===== src/rtl/smartnic_pkg.sv =====
`default_nettype none

package smartnic_pkg;

    // per-packet metadata carried in tuser.
    typedef struct packed {
        logic [15:0] pid;
        logic        rss_enable;
        logic [11:0] rss_entropy;
        logic        hdr_tlast;
    } meta_t;

    // application destination field, 0 to 6 are literal ports.
    typedef enum logic [2:0] {
        DEST_PORT_0 = 3'd0,
        DEST_PORT_1 = 3'd1,
        DEST_PORT_2 = 3'd2,
        DEST_PORT_3 = 3'd3,
        DEST_PORT_4 = 3'd4,
        DEST_PORT_5 = 3'd5,
        DEST_PORT_6 = 3'd6,
        LOOPBACK    = 3'b111   // back to ingress port in tid.
    } dest_code_e;

    typedef enum logic {
        ARB_IDLE,
        ARB_PKT
    } arb_state_e;

    typedef enum logic {
        OUT_CMAC,
        OUT_HOST
    } out_sel_e;

endpackage

`default_nettype wire


===== src/rtl/axis_pkg.sv =====
`default_nettype none

package axis_pkg;

    import smartnic_pkg::*;

    localparam int DATA_BYTES = 64;
    localparam int DATA_BITS  = DATA_BYTES * 8;

    typedef logic [2:0] port_t;

    // everything except valid/ready.
    typedef struct packed {
        logic [DATA_BITS-1:0]  tdata;
        logic [DATA_BYTES-1:0] tkeep;
        logic                  tlast;
        port_t                 tid;     // ingress port.
        port_t                 tdest;
        meta_t                 tuser;
    } axis_beat_t;

endpackage

`default_nettype wire


===== src/rtl/axis_reg_slice.sv =====
`timescale 1ns/1ps
`default_nettype none

module axis_reg_slice
    import axis_pkg::*;
(
    input  logic       core_clk,
    input  logic       core_rstn,

    input  logic       in_valid,
    input  axis_beat_t in_beat,
    output logic       in_ready,

    output logic       out_valid,
    output axis_beat_t out_beat,
    input  logic       out_ready
);

    axis_beat_t skid_beat;
    logic       skid_valid;
    logic       load_main;
    logic       in_xfer;

    // main register free or draining this cycle.
    assign load_main = out_ready || !out_valid;
    assign in_xfer   = in_valid && in_ready;

    always_ff @(posedge core_clk) begin
        if (!core_rstn) begin
            out_valid  <= 1'b0;
            skid_valid <= 1'b0;
            in_ready   <= 1'b0;
        end else begin
            if (load_main) begin
                out_valid  <= skid_valid || in_xfer;
                skid_valid <= 1'b0;
                in_ready   <= 1'b1;
            end else if (in_xfer) begin
                // output stalled, park the beat.
                skid_valid <= 1'b1;
                in_ready   <= 1'b0;
            end
        end
    end

    always_ff @(posedge core_clk) begin
        if (load_main) begin
            out_beat <= skid_valid ? skid_beat : in_beat;
        end
        if (in_ready) begin
            skid_beat <= in_beat;   // only kept when main is stalled.
        end
    end

endmodule

`default_nettype wire


===== config.mk =====
export PLATFORM = sky130hd
export DESIGN_NAME = axis_reg_slice
export DESIGN_NICKNAME = d
export VERILOG_FILES = /design/src/rtl/smartnic_pkg.sv /design/src/rtl/axis_pkg.sv /design/src/rtl/axis_reg_slice.sv
export SDC_FILE = /design/constraint.sdc
export NUM_CORES = 1
export LEC_CHECK = 0
export ABC_AREA = 1
export BUFFER_PORTS_ARGS = -buffer_cell sky130_fd_sc_hd__buf_2
export CELL_PAD_IN_SITES_DETAIL_PLACEMENT = 0
export CELL_PAD_IN_SITES_GLOBAL_PLACEMENT = 1
export CORE_AREA = 4 4 481 483
export CTS_CLUSTER_SIZE = 25
export DETAILED_ROUTE_END_ITERATION = 6
export DIE_AREA = 0 0 485 487
export PLACE_DENSITY_LB_ADDON = 0.05
export SYNTH_ARGS = -nofsm -noshare
export SYNTH_HDL_FRONTEND = slang
export SYNTH_SLANG_ARGS = --single-unit

===== constraint.sdc =====
create_clock -name core_clk -period 31.2 [get_ports core_clk]
set_input_delay 0 -clock core_clk [delete_from_list [all_inputs] [get_ports core_clk]]
set_output_delay 0 -clock core_clk [all_outputs]
set_load 0.1 [all_outputs]

==> out/qor.json <==
{
  "yosys": {
    "yosys_warnings": 0,
    "synth_fp_nets": 3836,
    "synth.top_cell.area_share_pct": 82.7,
    "synth.cells.most_frequent": "1844 x sky130_fd_sc_hd__nand2_1, 1226 x sky130_fd_sc_hd__edfxtp_1, 118 x sky130_fd_sc_hd__buf_2",
    "yosysUniqueCellTypes": 12,
    "avgSynthCellArea_um2": 13.8,
    "synth_edf_count": 1226,
    "postSynthRegisterBits": 1229,
    "synthMostInstantiatedCell": "sky130_fd_sc_hd__nand2_1",
    "syn-cell-area_um2": 44500,
    "synth.largest_area_cell": "sky130_fd_sc_hd__edfxtp_1",
    "seq_area_frac_synth_pct": 82.8,
    "synthTopCellsByArea": "sky130_fd_sc_hd__edfxtp_1 83%, sky130_fd_sc_hd__nand2_1 16%, sky130_fd_sc_hd__buf_2 1.3%",
    "synthesis.instances": 3219,
    "ys.flop_type": "sky130_fd_sc_hd__edfxtp_1",
    "postSynth.asyncResetShare_pct": 0
  },
  "global_route": {
    "via_count_of_the_first_global_routing_pass": 34200,
    "initial_antenna_violation_count": 99,
    "grt_first_pass_wirelength_um": 266000,
    "grt_usage_pct": 15.8,
    "grt_max_degree": 180,
    "global_route.overflow_total": 0
  },
  "die": {
    "core_region_area_um2": 227000,
    "dieArea_um2": 236000,
    "effective_utilization_at_floorplan_pct": 19.6,
    "die_width_um": 485,
    "io_pins": 1232,
    "die_height_um": 487,
    "std_cell_rows": 175
  },
  "timing": {
    "final.period_utilization_pct": 17.1,
    "setup-violations-final": 0,
    "worst_clock_skew_ns": 0.0302,
    "max-slew-margin-rel_pct": 25.8,
    "finalCriticalPeriod_ns": 5.32,
    "grt_setup_unrepaired": "no",
    "final_hold_viol_count": 0,
    "maxClockFrequency_mhz": 188,
    "worst_hold_slack_ns": 0.0602,
    "timing.final.max_slew_violations": 0,
    "worstMarginPinSlew_ns": 1.11,
    "final.setup.tns_ns": 0
  },
  "clocking": {
    "setup_fix_buffers_added_after_clock_tree_synthesis": 0,
    "clk_pin_slew_worst_paths_ns": 0.05,
    "cts.sinks": 1229,
    "clockRootBuffer": "sky130_fd_sc_hd__clkbuf_16",
    "cts-htree-levels": 4,
    "tritoncts": "yes",
    "cts-buffers-inserted": 159,
    "clock_tree.buffer_depth": 3,
    "insertion_delay_ns": 0.78
  },
  "setup_path": {
    "critical_path_arrival_ns": 5.71,
    "timing.critical_path.to_type": "register",
    "timing.setup.critical_path_class": "register to register",
    "crit_path_max_fanout": 91,
    "critical_path.reg2reg.startpoint": "out_valid$_SDFFE_PN0P_",
    "start_kind": "register",
    "worstPathRequired_ns": 31.59,
    "setup.worst_path.start": "out_valid$_SDFFE_PN0P_"
  },
  "place": {
    "port_buffers": 1231,
    "place.detailed.hpwl_um": 133000,
    "instance_area_at_placement_um2": 54100,
    "place.gp.congestion": 0.744
  },
  "power": {
    "static_leakage_nw": 30.0,
    "ir_drop_uv": 44.8,
    "powerDensity_nw_per_um2": 63.1
  },
  "cells_and_area": {
    "area_growth_syn_to_layout_pct": 59.8,
    "final_cell_area_um2": 71200,
    "final.fill_count": 23400,
    "multi_input_area_um2": 6940,
    "layout.area.seq_um2": 36900,
    "final_nets": 6349,
    "layout-drive-gt1-share_pct": 24.9
  },
  "drt": {
    "detailed_routing_iteration_count_for_the_pre_antenna_repair_pass": 4,
    "drcViolationCount": 0,
    "routed_via_density": 3.73,
    "number_of_antenna_violating_nets_in_the_routed_design": 0,
    "routed-via-count": 33200,
    "wirelength_um": 193000,
    "detail_route.wl_per_cell_um": 21.7,
    "drt-initial-drc-count": 1483
  },
  "min_path": {
    "hold_path.class": "input port to register",
    "hold_path.startpoint": "in_beat[65]"
  },
  "status": {
    "status": "complete, no violations"
  },
  "run": {
    "cap_violations": 0
  }
}
[sequential cells by signal, summed over array words and instances, names as in the netlist]
signal / flops
out_valid: 1
skid_valid: 1
out_beat: 613
skid_beat: 613
in_ready: 1
[worst paths after layout]
path / cells past startpoint / end / slack [ns]
setup / recovery: 8 / out_beat[157]$_DFFE_PP_ / 25.88
setup reg to reg: 8 / out_beat[157]$_DFFE_PP_ / 25.88
hold / removal: 2 / skid_beat[65]$_DFFE_PP_ / 0.06
hold reg to reg: 2 / out_beat[376]$_DFFE_PP_ / 0.50
[cell type report]
type,count,area share [%]
timing repair buffer,2488,26.3
inverter,6,0.0527
sequential,1229,51.8
clock buffer,224,6.14
multi-input combinational,1848,9.75
clock inverter,58,0.543
antenna,34,0.120
tap,3009,5.29
[logic make-up after synthesis]
kind of cell	Yosys count	share of synthesized area, %
and+or+nand+nor	1847	15.6
DFF	1229	82.8
buffers and inverters	142	1.63
AOI/OAI and AO/OA	1	0.0112
[timing repair]
| action | 4_1_cts | 5_1_grt |
|---|---|---|
| resized for setup | 0 | 0 |
| hold endpoints to repair | 1229 | 0 |
| hold buffers | 1223 | 0 |
[through the flow]
step	std cells	util [%]	worst slack, ns	power, W
after floorplan	3219	-	15.73	0.00254
final	8896	31.4	25.88	0.00449
after detailed placement	7357	23.8	25.55	0.00269
after global routing	8886	31.4	25.39	0.00469
after CTS	8862	31.3	25.53	0.00459
after global placement	7357	23.8	25.63	0.00269
[critical path, cell delays in order, from the launching register on]
cell,delay [ns]
sky130_fd_sc_hd__dfxtp_1,0.31
sky130_fd_sc_hd__inv_1,0.05
sky130_fd_sc_hd__nor2_1,0.09
sky130_fd_sc_hd__inv_8,0.55
sky130_fd_sc_hd__buf_4,0.65
sky130_fd_sc_hd__buf_4,0.71
sky130_fd_sc_hd__buf_4,0.76
sky130_fd_sc_hd__buf_4,0.72
sky130_fd_sc_hd__buf_4,0.87
[where the power goes]
part	internal, W	switching (W)	leakage [nW]	total [W]
registers	0.00194	0.0000312	12.4	0.00198
clock network	0.000983	0.000736	2.30	0.00172
logic	0.000185	0.000613	15.3	0.000798
[placed cells by master, fill, tap and decap left out, drive strengths merged]
cell and n:
nand2 1844, buf 1265, edfxtp 1226, dlygate4sd3 1223
clkbuf 224, clkinv 52, diode 34, inv 11
dfxtp 3, nor2 2, a21oi 1, nand3b 1
bufinv 1
[layer usage]
| metal | track usage [%] | up-vias | part of all wire [%] |
|---|---|---|---|
| met3 | 6.60 | 361 | 8.8 |
| met5 | 0 | - | 0.13 |
| met4 | 5.25 | 42 | 3.4 |
| met2 | 27.4 | 1033 | 49 |
| li1 | - | 16100 | - |
| met1 | 17.5 | 15700 | 38 |
Power figures use the tool's default switching activity.
