`config.mk`:
```
export PLATFORM = sky130hd
export DESIGN_NAME = app_port_demux
export DESIGN_NICKNAME = d
export VERILOG_FILES = /design/src/rtl/smartnic_pkg.sv /design/src/rtl/axis_pkg.sv /design/src/rtl/app_port_demux.sv
export SDC_FILE = /design/constraint.sdc
export NUM_CORES = 1
export LEC_CHECK = 0
export ABC_CLOCK_PERIOD_IN_PS = 2800
export BUFFER_PORTS_ARGS = -buffer_cell sky130_fd_sc_hd__buf_2
export CAP_MARGIN = 0
export CORE_AREA = 2 2 716 718
export DETAILED_ROUTE_END_ITERATION = 10
export DIE_AREA = 0 0 718 720
export GPL_TIMING_DRIVEN = 1
export PLACE_DENSITY = 0.3
export SLEW_MARGIN = 20
export SYNTH_ARGS = -nofsm -noshare
export SYNTH_HDL_FRONTEND = slang
export SYNTH_SLANG_ARGS = --single-unit
```
`constraint.sdc`:
```
create_clock -name core_clk -period 2.8 [get_ports core_clk]
set_input_delay 0.42 -clock core_clk [delete_from_list [all_inputs] [get_ports core_clk]]
set_output_delay 0.42 -clock core_clk [all_outputs]
set_load 0.03 [all_outputs]
```
`src/rtl/smartnic_pkg.sv`:
```
`default_nettype none

package smartnic_pkg;

    // per-packet metadata carried in tuser.
    typedef struct packed {
        logic [15:0] pid;
        logic        rss_enable;
        logic [11:0] rss_entropy;
        logic        hdr_tlast;
    } meta_t;

    // application destination field, 0 to 6 are literal ports.
    typedef enum logic [2:0] {
        DEST_PORT_0 = 3'd0,
        DEST_PORT_1 = 3'd1,
        DEST_PORT_2 = 3'd2,
        DEST_PORT_3 = 3'd3,
        DEST_PORT_4 = 3'd4,
        DEST_PORT_5 = 3'd5,
        DEST_PORT_6 = 3'd6,
        LOOPBACK    = 3'b111   // back to ingress port in tid.
    } dest_code_e;

    typedef enum logic {
        ARB_IDLE,
        ARB_PKT
    } arb_state_e;

    typedef enum logic {
        OUT_CMAC,
        OUT_HOST
    } out_sel_e;

endpackage

`default_nettype wire

```
`src/rtl/axis_pkg.sv`:
```
`default_nettype none

package axis_pkg;

    import smartnic_pkg::*;

    localparam int DATA_BYTES = 64;
    localparam int DATA_BITS  = DATA_BYTES * 8;

    typedef logic [2:0] port_t;

    // everything except valid/ready.
    typedef struct packed {
        logic [DATA_BITS-1:0]  tdata;
        logic [DATA_BYTES-1:0] tkeep;
        logic                  tlast;
        port_t                 tid;     // ingress port.
        port_t                 tdest;
        meta_t                 tuser;
    } axis_beat_t;

endpackage

`default_nettype wire

```
`src/rtl/app_port_demux.sv`:
```
`timescale 1ns/1ps
`default_nettype none

module app_port_demux
    import axis_pkg::*;
    import smartnic_pkg::*;
#(
    parameter int NUM_CMAC = 2
) (
    input  logic       core_clk,
    input  logic       core_rstn,

    input  logic       in_valid,
    input  axis_beat_t in_beat,
    output logic       in_ready,

    output logic       out_valid [NUM_CMAC],
    output axis_beat_t out_beat  [NUM_CMAC],
    input  logic       out_ready [NUM_CMAC]
);

    localparam int SEL_W = (NUM_CMAC > 1) ? $clog2(NUM_CMAC) : 1;

    port_t            resolved;
    axis_beat_t       beat_res;
    logic [SEL_W-1:0] sel_now;
    logic [SEL_W-1:0] sel_q;
    logic [SEL_W-1:0] sel;
    logic             in_pkt;

    // loopback goes home to the ingress port.
    assign resolved = (dest_code_e'(in_beat.tdest) == LOOPBACK) ? in_beat.tid : in_beat.tdest;
    assign sel_now  = (NUM_CMAC > 1) ? resolved[SEL_W-1:0] : '0;
    assign sel      = in_pkt ? sel_q : sel_now;

    always_ff @(posedge core_clk) begin
        if (!core_rstn) begin
            in_pkt <= 1'b0;
            sel_q  <= '0;
        end else if (in_valid && in_ready) begin
            in_pkt <= !in_beat.tlast;
            if (!in_pkt) begin
                sel_q <= sel_now;   // hold route for the packet.
            end
        end
    end

    always_comb begin
        beat_res       = in_beat;
        beat_res.tdest = resolved;
    end

    always_comb begin
        for (int j = 0; j < NUM_CMAC; j++) begin
            out_valid[j] = in_valid && (sel == SEL_W'(j));
            out_beat[j]  = beat_res;
        end
        in_ready = out_ready[sel];
    end

endmodule

`default_nettype wire

```
==> results.sh, run 1 <==
export IMPL_status="finished, final reports clean"
export IMPL_path_max_fanout=5
export IMPL_cts_repair_timing_setup_buffer_count=0
export IMPL_worst_ep_required_time_ns=2.38
export IMPL_n_fill_cell=60816
export IMPL_met1_length_um=25200
export IMPL_synth_area_leaders="buf_4 98%, dfxtp_1 0.43%, mux2i_1 0.21%, nand2_1 0.20%, and2_2 0.16%"
export IMPL_wl_per_cell_um=42.0
export IMPL_ys_warn_count=0
export IMPL_tns_ns=0
export IMPL_drv_slew=0
export IMPL_synth_top_area_share_pct=98.0
export IMPL_period_share_pct=72.2
export IMPL_grt_util_all_layers_pct=10.6
export IMPL_pin_count=1847
export IMPL_grt_max_degree=6
export IMPL_top_layer_used="met5"
export IMPL_grt_pass1_wl_um=298000
export IMPL_worstSetupEndpointType="output pin"
export IMPL_synth_seq_area_share_pct=0.428
export IMPL_core_mm2=0.508
export IMPL_row_count=262
export IMPL_die_area_mm2=0.517
export IMPL_p_sw_share_pct=37.3
export IMPL_numPortBuffers=28
export IMPL_p_per_area_mw_per_mm2=43.3
export IMPL_drv_cap=0
export IMPL_internal_power_mw=0.240
export IMPL_hold_buffers=0
export IMPL_synthSimpleGateAreaFrac_pct=0.735
export IMPL_cts_root_buf="clkbuf_16"
export IMPL_setup_worst_path_class="in2out"
export IMPL_synth_top_area_cell="buf_4"
export IMPL_initial_core_util_pct=1.84
export IMPL_clk_pin_slew_ns=0.03
export IMPL_min_to="in_pkt"
export IMPL_yosys_area_share_xor_xnor_pct=0
export IMPL_fin_util_pct=1.74
export IMPL_start_kind="primary input"
export IMPL_register_area_um2=40.0
export IMPL_reg2reg_from="in_pkt"
export IMPL_synth_adder_area_share_pct=0
export IMPL_dr_wl_met2_um=115000
export IMPL_tightestPinTransition_ns=0.708
export IMPL_dp_slack_ns=0.742
export IMPL_syn_nets=1865
export IMPL_hold_start="in_pkt"
export IMPL_clk_latency_ns=0.22
export IMPL_p_leak_nw=0.236
export IMPL_seq_power_share_pct=8.5
export IMPL_multi_input_area_um2=136
export IMPL_hold_violations=0
export IMPL_pwr_share_clk_pct=56.5
export IMPL_rsz0062_at_grt="false"
export IMPL_ant_nets=0
export IMPL_worstReg2RegEnd="in_pkt"
export IMPL_setup_worst_path_start="in_beat[33]"
export IMPL_drc=0
export IMPL_total_power_mw=0.383
export IMPL_cp_arrival_ns=1.60
export IMPL_cts_buffer_depth=2
export IMPL_dieWidth_um=718
export IMPL_synth_cell_type_count=17
export IMPL_vias_per_cell=0.514
export IMPL_cts_inserted_buffers=3
export IMPL_skew_ns=0.000294
export IMPL_switchingPower_mw=0.143
export IMPL_setup_violations=0
export IMPL_htree_levels=1
export IMPL_syn_avg_cell_area_um2=7.51
export IMPL_area_growth_pct=-5.64
export IMPL_fin_crit_ns=2.02
export IMPL_cts_tree="done"
export IMPL_clock_sinks=2
export IMPL_syn_cell_area_mm2=0.00937
export IMPL_num_vias=3492
export IMPL_grt_ovfl_total=0
export IMPL_dr_pass1_iters=4
export IMPL_drt_iter0_drc=293
export IMPL_synth_top_family_by_area="buffers and inverters"
export IMPL_antenna_found_initial=10
export IMPL_synth_seq_cells=2
export IMPL_grt_pass1_vias=3154
export IMPL_die_y_um=720
export IMPL_synth_mux_area_share_pct=0.334
export IMPL_synth_compound_area_share_pct=0.387
export IMPL_irDropWorstVdd_v=0.0000946
export IMPL_max_slew_margin_pct=53.1
export IMPL_reg2reg_depth=4
export IMPL_max_freq_mhz=495
export IMPL_final_setup_worst_slack_ns=0.779
export IMPL_comb_power_share_pct=35.1
export IMPL_hold_path_depth=2
export IMPL_r2r_slack_ns=1.56
export IMPL_place_gp_congestion=0.638
export IMPL_drive_gt1_share_pct=66.1
export IMPL_dp_hpwl_um=276000
export IMPL_cts_resized=0
export IMPL_met3_length_um=129000
export IMPL_finalWirelength_um=285000
export IMPL_syn_inst=1247
export IMPL_whs_ns=0.490
export IMPL_fin_nets=676
export IMPL_min_path_type="reg2reg"
[power by group through the flow]
stage          clock (mW)  combinational [mW]  sequential [mW]
2_1_floorplan           0                3.30           0.0324
3_3_place_gp            0               0.144           0.0329
3_5_place_dp            0               0.143           0.0327
4_1_cts             0.219               0.143           0.0323
5_1_grt             0.222               0.148           0.0325
6_report            0.216               0.134           0.0324
[cell usage in the layout, fill, tap and decap left out, drive strengths merged]
cell / n
mux2: 1
nand2: 5
and2b: 1
a21oi: 1
nand3b: 1
mux2i: 2
dfxtp: 2
o21ai: 1
o21a: 1
and2: 3
nand2b: 1
inv: 2
clkbuf: 3
diode: 2
nor2b: 1
a22oi: 1
buf: 29
a31oi: 1
[routing by layer]
metal,vias up,global-route usage (%)
met1,812,2.60
met2,2152,15.2
met5,-,1.85
met4,28,4.45
met3,353,22.7
li1,147,-
[sequential cells by signal, indices dropped and copies added (netlist names)]
register and count:
sel_q 1, in_pkt 1
[stage by stage]
step                      area (um2)  cells
final                           8840   6790
after global routing            8830   6789
after CTS                       8830   6788
after detailed placement        8760   6785
after global placement          8760   6785
after floorplan                 9370   1247
[cell type report]
type	instances	area share, %
multi-input cells	20	1.54
inverters	2	0.0849
flip-flops and latches	2	0.453
well taps	6732	95.3
diodes	2	0.0566
repair buffers	29	1.70
clock buffers	3	0.849
[cells by family (layout without fill, tap and decap cells)]
logic type,Yosys count,count (layout)
simple gates,12,12
flops,2,2
buf+inv,1225,34
compound gates,5,5
other cells,0,2
mux,3,3
[synth_stat cells, drive strengths merged]
library cell,count
and2,3
and2b,1
nand2,5
buf,1223
dfxtp,2
inv,2
nand3b,1
a22oi,1
mux2i,2
nor2b,1
a31oi,1
o21a,1
a21oi,1
o21ai,1
mux2,1
nand2b,1
[how the worst max path moves through the flow]
| stage | cells past startpoint | slack (ns) | to |
|---|---|---|---|
| floorplan | 3 | 1.05 | out_beat[644] |
| global placement | 5 | 0.71 | out_beat[644] |
| detailed placement | 5 | 0.74 | in_ready |
| CTS | 5 | 0.73 | in_ready |
| global route | 5 | 0.66 | out_beat[644] |
| finish | 5 | 0.78 | in_ready |
[critical path, stage by stage]
cell and delay [ns]:
buf_2 0.11, nand3b_1 0.19, a22oi_2 0.25, mux2_2 0.38
buf_2 0.23
(Power assumes the default switching activity.)
==> run 2: changes to the inputs <==
- ABC_CLOCK_PERIOD_IN_PS: 2800 -> 2100
- CORE_AREA: 2 2 716 718 -> 2 2 721 723
- DIE_AREA: 0 0 718 720 -> 0 0 723 725
- clock period: 2.8 -> 2.1 ns (I/O delays scaled with it)
==> run 2 against run 1 <==
Effect of this change:
- first-iteration DRC count increased by 18%
- wire length up 0.76%
- hold slack lost 0.14 ns
- sequential power rose by 35%
- clock power grew 33%
- global-route usage down 0.089 points
==> results.sh, run 2 (synthesis gave the netlist of run 1 again) <==
export IMPL_hold_buffers=0
export IMPL_p_leak_nw=0.280
export IMPL_mostFrequentLayoutCells="24 x buf_2, 10 x buf_4, 5 x nand2_1"
export IMPL_pin_count=1847
export IMPL_fin_util_pct=1.77
export IMPL_antenna_found_initial=12
export IMPL_path_max_fanout=3
export IMPL_mostFrequentLayoutCell="buf_2"
export IMPL_total_power_mw=0.549
export IMPL_setup_worst_path_class="in2out"
export IMPL_area_growth_pct=-2.32
export IMPL_worstSetupEndpointType="output pin"
export IMPL_initial_core_util_pct=1.82
export IMPL_rsz0062_at_grt="false"
export IMPL_max_slew_margin_pct=54.2
export IMPL_worst_ep_required_time_ns=1.78
export IMPL_tightestPinTransition_ns=0.691
export IMPL_ant_nets=0
export IMPL_met3_length_um=127000
export IMPL_dp_slack_ns=0.122
export IMPL_numPortBuffers=28
export IMPL_slowest_delay_ns=0.40
export IMPL_numPlacedInstances=6976
export IMPL_status="finished, final reports clean"
export IMPL_top_layer_used="met5"
export IMPL_diodes=0
export IMPL_cts_buffer_depth=2
export IMPL_max_freq_mhz=533
export IMPL_dr_wl_met2_um=119000
export IMPL_clk_latency_ns=0.22
export IMPL_clk_pin_slew_ns=0.03
export IMPL_vias_per_cell=0.522
export IMPL_place_gp_congestion=0.634
export IMPL_hold_violations=0
export IMPL_met1_length_um=27600
export IMPL_path_buf_inv=2
export IMPL_instances_no_fill=6979
export IMPL_cts_tree="done"
export IMPL_p_per_area_mw_per_mm2=60.1
export IMPL_whs_ns=0.353
export IMPL_dieWidth_um=723
export IMPL_drv_cap=0
export IMPL_drv_slew=0
export IMPL_finalWirelength_um=288000
export IMPL_final_cell_area_mm2=0.00915
export IMPL_grt_ovfl_total=0
export IMPL_dr_pass1_iters=4
export IMPL_start_kind="primary input"
export IMPL_cp_cell_sequence="buf_2 -> nand3b_1 -> a22oi_2 -> mux2_2 -> buf_2"
export IMPL_crit_path_frequent_cell="buf_2"
export IMPL_drc=0
export IMPL_tns_ns=0
export IMPL_dp_hpwl_um=278000
export IMPL_cts_repair_timing_setup_buffer_count=0
export IMPL_grt_pass1_wl_um=300000
export IMPL_grt_util_all_layers_pct=10.5
export IMPL_final_setup_worst_slack_ns=0.223
export IMPL_min_path_type="in2reg"
export IMPL_cp_arrival_ns=1.56
export IMPL_fin_crit_ns=1.88
export IMPL_die_area_mm2=0.524
export IMPL_cts_resized=0
export IMPL_die_y_um=725
export IMPL_fin_nets=683
export IMPL_clock_sinks=2
export IMPL_crit_slowest_cell="mux2_2"
export IMPL_drive_gt1_share_pct=69.8
export IMPL_wl_per_cell_um=41.2
export IMPL_htree_levels=1
export IMPL_setup_violations=0
export IMPL_cts_root_buf="clkbuf_16"
export IMPL_period_share_pct=89.4
export IMPL_irDropWorstVdd_v=0.000160
export IMPL_num_vias=3646
export IMPL_cts_inserted_buffers=3
export IMPL_row_count=264
export IMPL_skew_ns=0.00204
export IMPL_reg_largest_list="in_pkt: 1 flops, sel_q: 1 flops"
export IMPL_drt_iter0_drc=345
export IMPL_grt_pass1_vias=3141
export IMPL_placed_cell_area_mm2=0.00907
export IMPL_path_delay_family="multiplexers"
export IMPL_core_mm2=0.516
export IMPL_grt_max_degree=6
## run 2: changes by cell type in the layout (fill, tap and decap cells not counted), sizes merged
| cell | change |
|---|---|
| buf | +7 |
| diode | -2 |
## run 2: final timing paths
kind / cells after the start / to / slack [ns] / startpoint
max: 5 / in_ready / 0.22 / in_beat[33]
min: 2 / sel_q / 0.35 / core_rstn
max reg2reg: 5 / in_pkt / 0.77 / in_pkt
min reg2reg: 2 / in_pkt / 0.56 / in_pkt
## run 2: cell type report
type	count	area, um2
flip-flops and latches	2	40.0
repair buffers	36	235
fillers	62072	507000
multi-input cells	20	136
clock buffers	3	75.1
well taps	6916	8650
inverters	2	7.51
## run 2: where the power goes
| group | switching (mW) | internal (mW) | total (mW) | leakage (nW) |
|---|---|---|---|---|
| sequential | 0.00302 | 0.0409 | 0.0439 | 0.0164 |
| clock | 0.0446 | 0.242 | 0.287 | 0.0370 |
| combinational | 0.163 | 0.0552 | 0.219 | 0.227 |
| total | 0.211 | 0.338 | 0.549 | 0.280 |
## run 2: worst register-to-register path: stages, from the launching register on
cell and delay (ns):
dfxtp_1 0.39, nor2b_1 0.08, a22oi_2 0.20, buf_4 0.15, mux2i_1 0.20, mux2i_1 0.23
## run 2: routing by layer
metal,vias to the layer above,global-route usage (%)
met3,347,21.9
met2,2115,15.5
li1,159,-
met4,27,3.84
met5,-,1.57
met1,998,2.86
==> run 3: changes to the inputs <==
--- a/config.mk
+++ b/config.mk
@@ -14,4 +14,5 @@
 export GPL_TIMING_DRIVEN = 1
 export PLACE_DENSITY = 0.3
+export SETUP_SLACK_MARGIN = 0.3
 export SLEW_MARGIN = 20
 export SYNTH_ARGS = -nofsm -noshare
==> constraint.sdc (replaced) <==
create_clock -name core_clk -period 2.1 [get_ports core_clk]
set_input_delay 0.315 -clock core_clk [delete_from_list [all_inputs] [get_ports core_clk]]
set_output_delay 0.315 -clock core_clk [all_outputs]
set_load 0.01 [all_outputs]
==> run 3 against run 2 <==
Effect of this change:
- critical path depth increased by 1
- setup slack improved by 0.19 ns
- total power shrank 6.3%
- clock power hardly changed
- critical path type unchanged
==> results.sh, run 3 (synthesis gave the netlist of run 1 again) <==
export IMPL_clk_latency_ns=0.22
export IMPL_setup_worst_path_class="in2out"
export IMPL_antenna_found_initial=9
export IMPL_worstSetupEndpointType="output pin"
export IMPL_p_leak_nw=0.270
export IMPL_tightestPinTransition_ns=0.650
export IMPL_clock_sinks=2
export IMPL_numPortBuffers=28
export IMPL_final_setup_worst_slack_ns=0.417
export IMPL_fin_nets=679
export IMPL_min_path_type="in2reg"
export IMPL_fin_crit_ns=1.68
export IMPL_worst_ep_required_time_ns=1.78
export IMPL_max_slew_margin_pct=57.0
export IMPL_r2r_slack_ns=0.83
export IMPL_wl_per_cell_um=41.0
export IMPL_grt_pass1_vias=3118
export IMPL_clk_pin_slew_ns=0.03
export IMPL_period_share_pct=80.2
export IMPL_cts_inserted_buffers=3
export IMPL_ant_nets=0
export IMPL_rsz0062_at_grt="false"
export IMPL_grt_util_all_layers_pct=10.5
export IMPL_max_freq_mhz=594
export IMPL_grt_ovfl_total=0
export IMPL_dieWidth_um=723
export IMPL_drc=0
export IMPL_tns_ns=0
export IMPL_mostFrequentLayoutCells="23 x buf_2, 5 x nand2_1, 5 x buf_4"
export IMPL_initial_core_util_pct=1.82
export IMPL_cts_buffer_depth=2
export IMPL_vias_per_cell=0.518
export IMPL_core_mm2=0.516
export IMPL_grt_max_degree=6
export IMPL_grt_pass1_wl_um=298000
export IMPL_die_area_mm2=0.524
export IMPL_area_growth_pct=-2.40
export IMPL_cts_tree="done"
export IMPL_path_max_fanout=4
export IMPL_cts_root_buf="clkbuf_16"
export IMPL_finalWirelength_um=286000
export IMPL_skew_ns=0.000801
export IMPL_reg_largest_list="in_pkt: 1 flops, sel_q: 1 flops"
export IMPL_start_kind="primary input"
export IMPL_place_gp_congestion=0.633
export IMPL_cts_repair_timing_setup_buffer_count=0
export IMPL_irDropWorstVdd_v=0.000170
export IMPL_drv_cap=0
export IMPL_die_y_um=725
export IMPL_hold_violations=0
export IMPL_htree_levels=1
export IMPL_dp_slack_ns=0.302
export IMPL_pin_count=1847
export IMPL_status="finished, final reports clean"
export IMPL_drt_iter0_drc=326
export IMPL_mostFrequentLayoutCell="buf_2"
export IMPL_p_per_area_mw_per_mm2=56.3
export IMPL_row_count=264
export IMPL_drv_slew=0
export IMPL_dp_hpwl_um=277000
export IMPL_cp_arrival_ns=1.37
export IMPL_hold_buffers=0
export IMPL_dr_pass1_iters=4
export IMPL_num_vias=3612
export IMPL_setup_violations=0
export IMPL_drive_gt1_share_pct=69.5
export IMPL_total_power_mw=0.515
## run 3: final cells by class
class	instances	area, um2
Fill cell	62071	507000
Tap cell	6916	8650
Timing Repair Buffer	32	215
Multi-Input combinational cell	20	146
Clock buffer	3	75.1
Sequential cell	2	40.0
Inverter	2	7.51
Antenna cell	1	2.50
## run 3: path summary, 6_finish.rpt
check	start	to	cells past startpoint
setup reg to reg	in_pkt	in_pkt	5
hold reg to reg	in_pkt	in_pkt	2
setup / recovery	in_beat[33]	out_valid[0]	6
hold / removal	core_rstn	sel_q	2
## run 3: where the power goes
group          total [mW]  switching (mW)  internal [mW]
clock network       0.286          0.0437          0.242
registers          0.0433         0.00239         0.0409
logic               0.186           0.131         0.0542
## run 3: layer usage
metal	GRT usage, %	routed length, um	vias to the layer above
met5	2.11	1530	-
met4	4.12	14000	27
met3	22.0	127000	364
met2	15.2	117000	2123
met1	2.71	26700	943
li1	-	-	155
## run 3: critical path, stage by stage
cell and delay (ns):
buf_6 0.11, nand3b_1 0.19, a22oi_2 0.24, buf_6 0.16, and2b_2 0.21, buf_2 0.13
## run 3: metrics by stage
step / hold WS (ns) / utilization (%) / instance area (um2) / std cells
floorplan: 0.437 / - / 9370 / 1247
detailed placement: 0.479 / 1.75 / 9040 / 6972
global placement: 0.498 / 1.75 / 9040 / 6972
finish: 0.364 / 1.77 / 9140 / 6976
global route: 0.380 / 1.77 / 9140 / 6975
CTS: 0.365 / 1.77 / 9120 / 6975
## run 3: repair_timing
action / CTS / global route
endpoints found under the setup margin: 1 / 2
gates resized for setup: 1 / 7
pin swaps: 0 / 1
gates cloned: 0 / 0
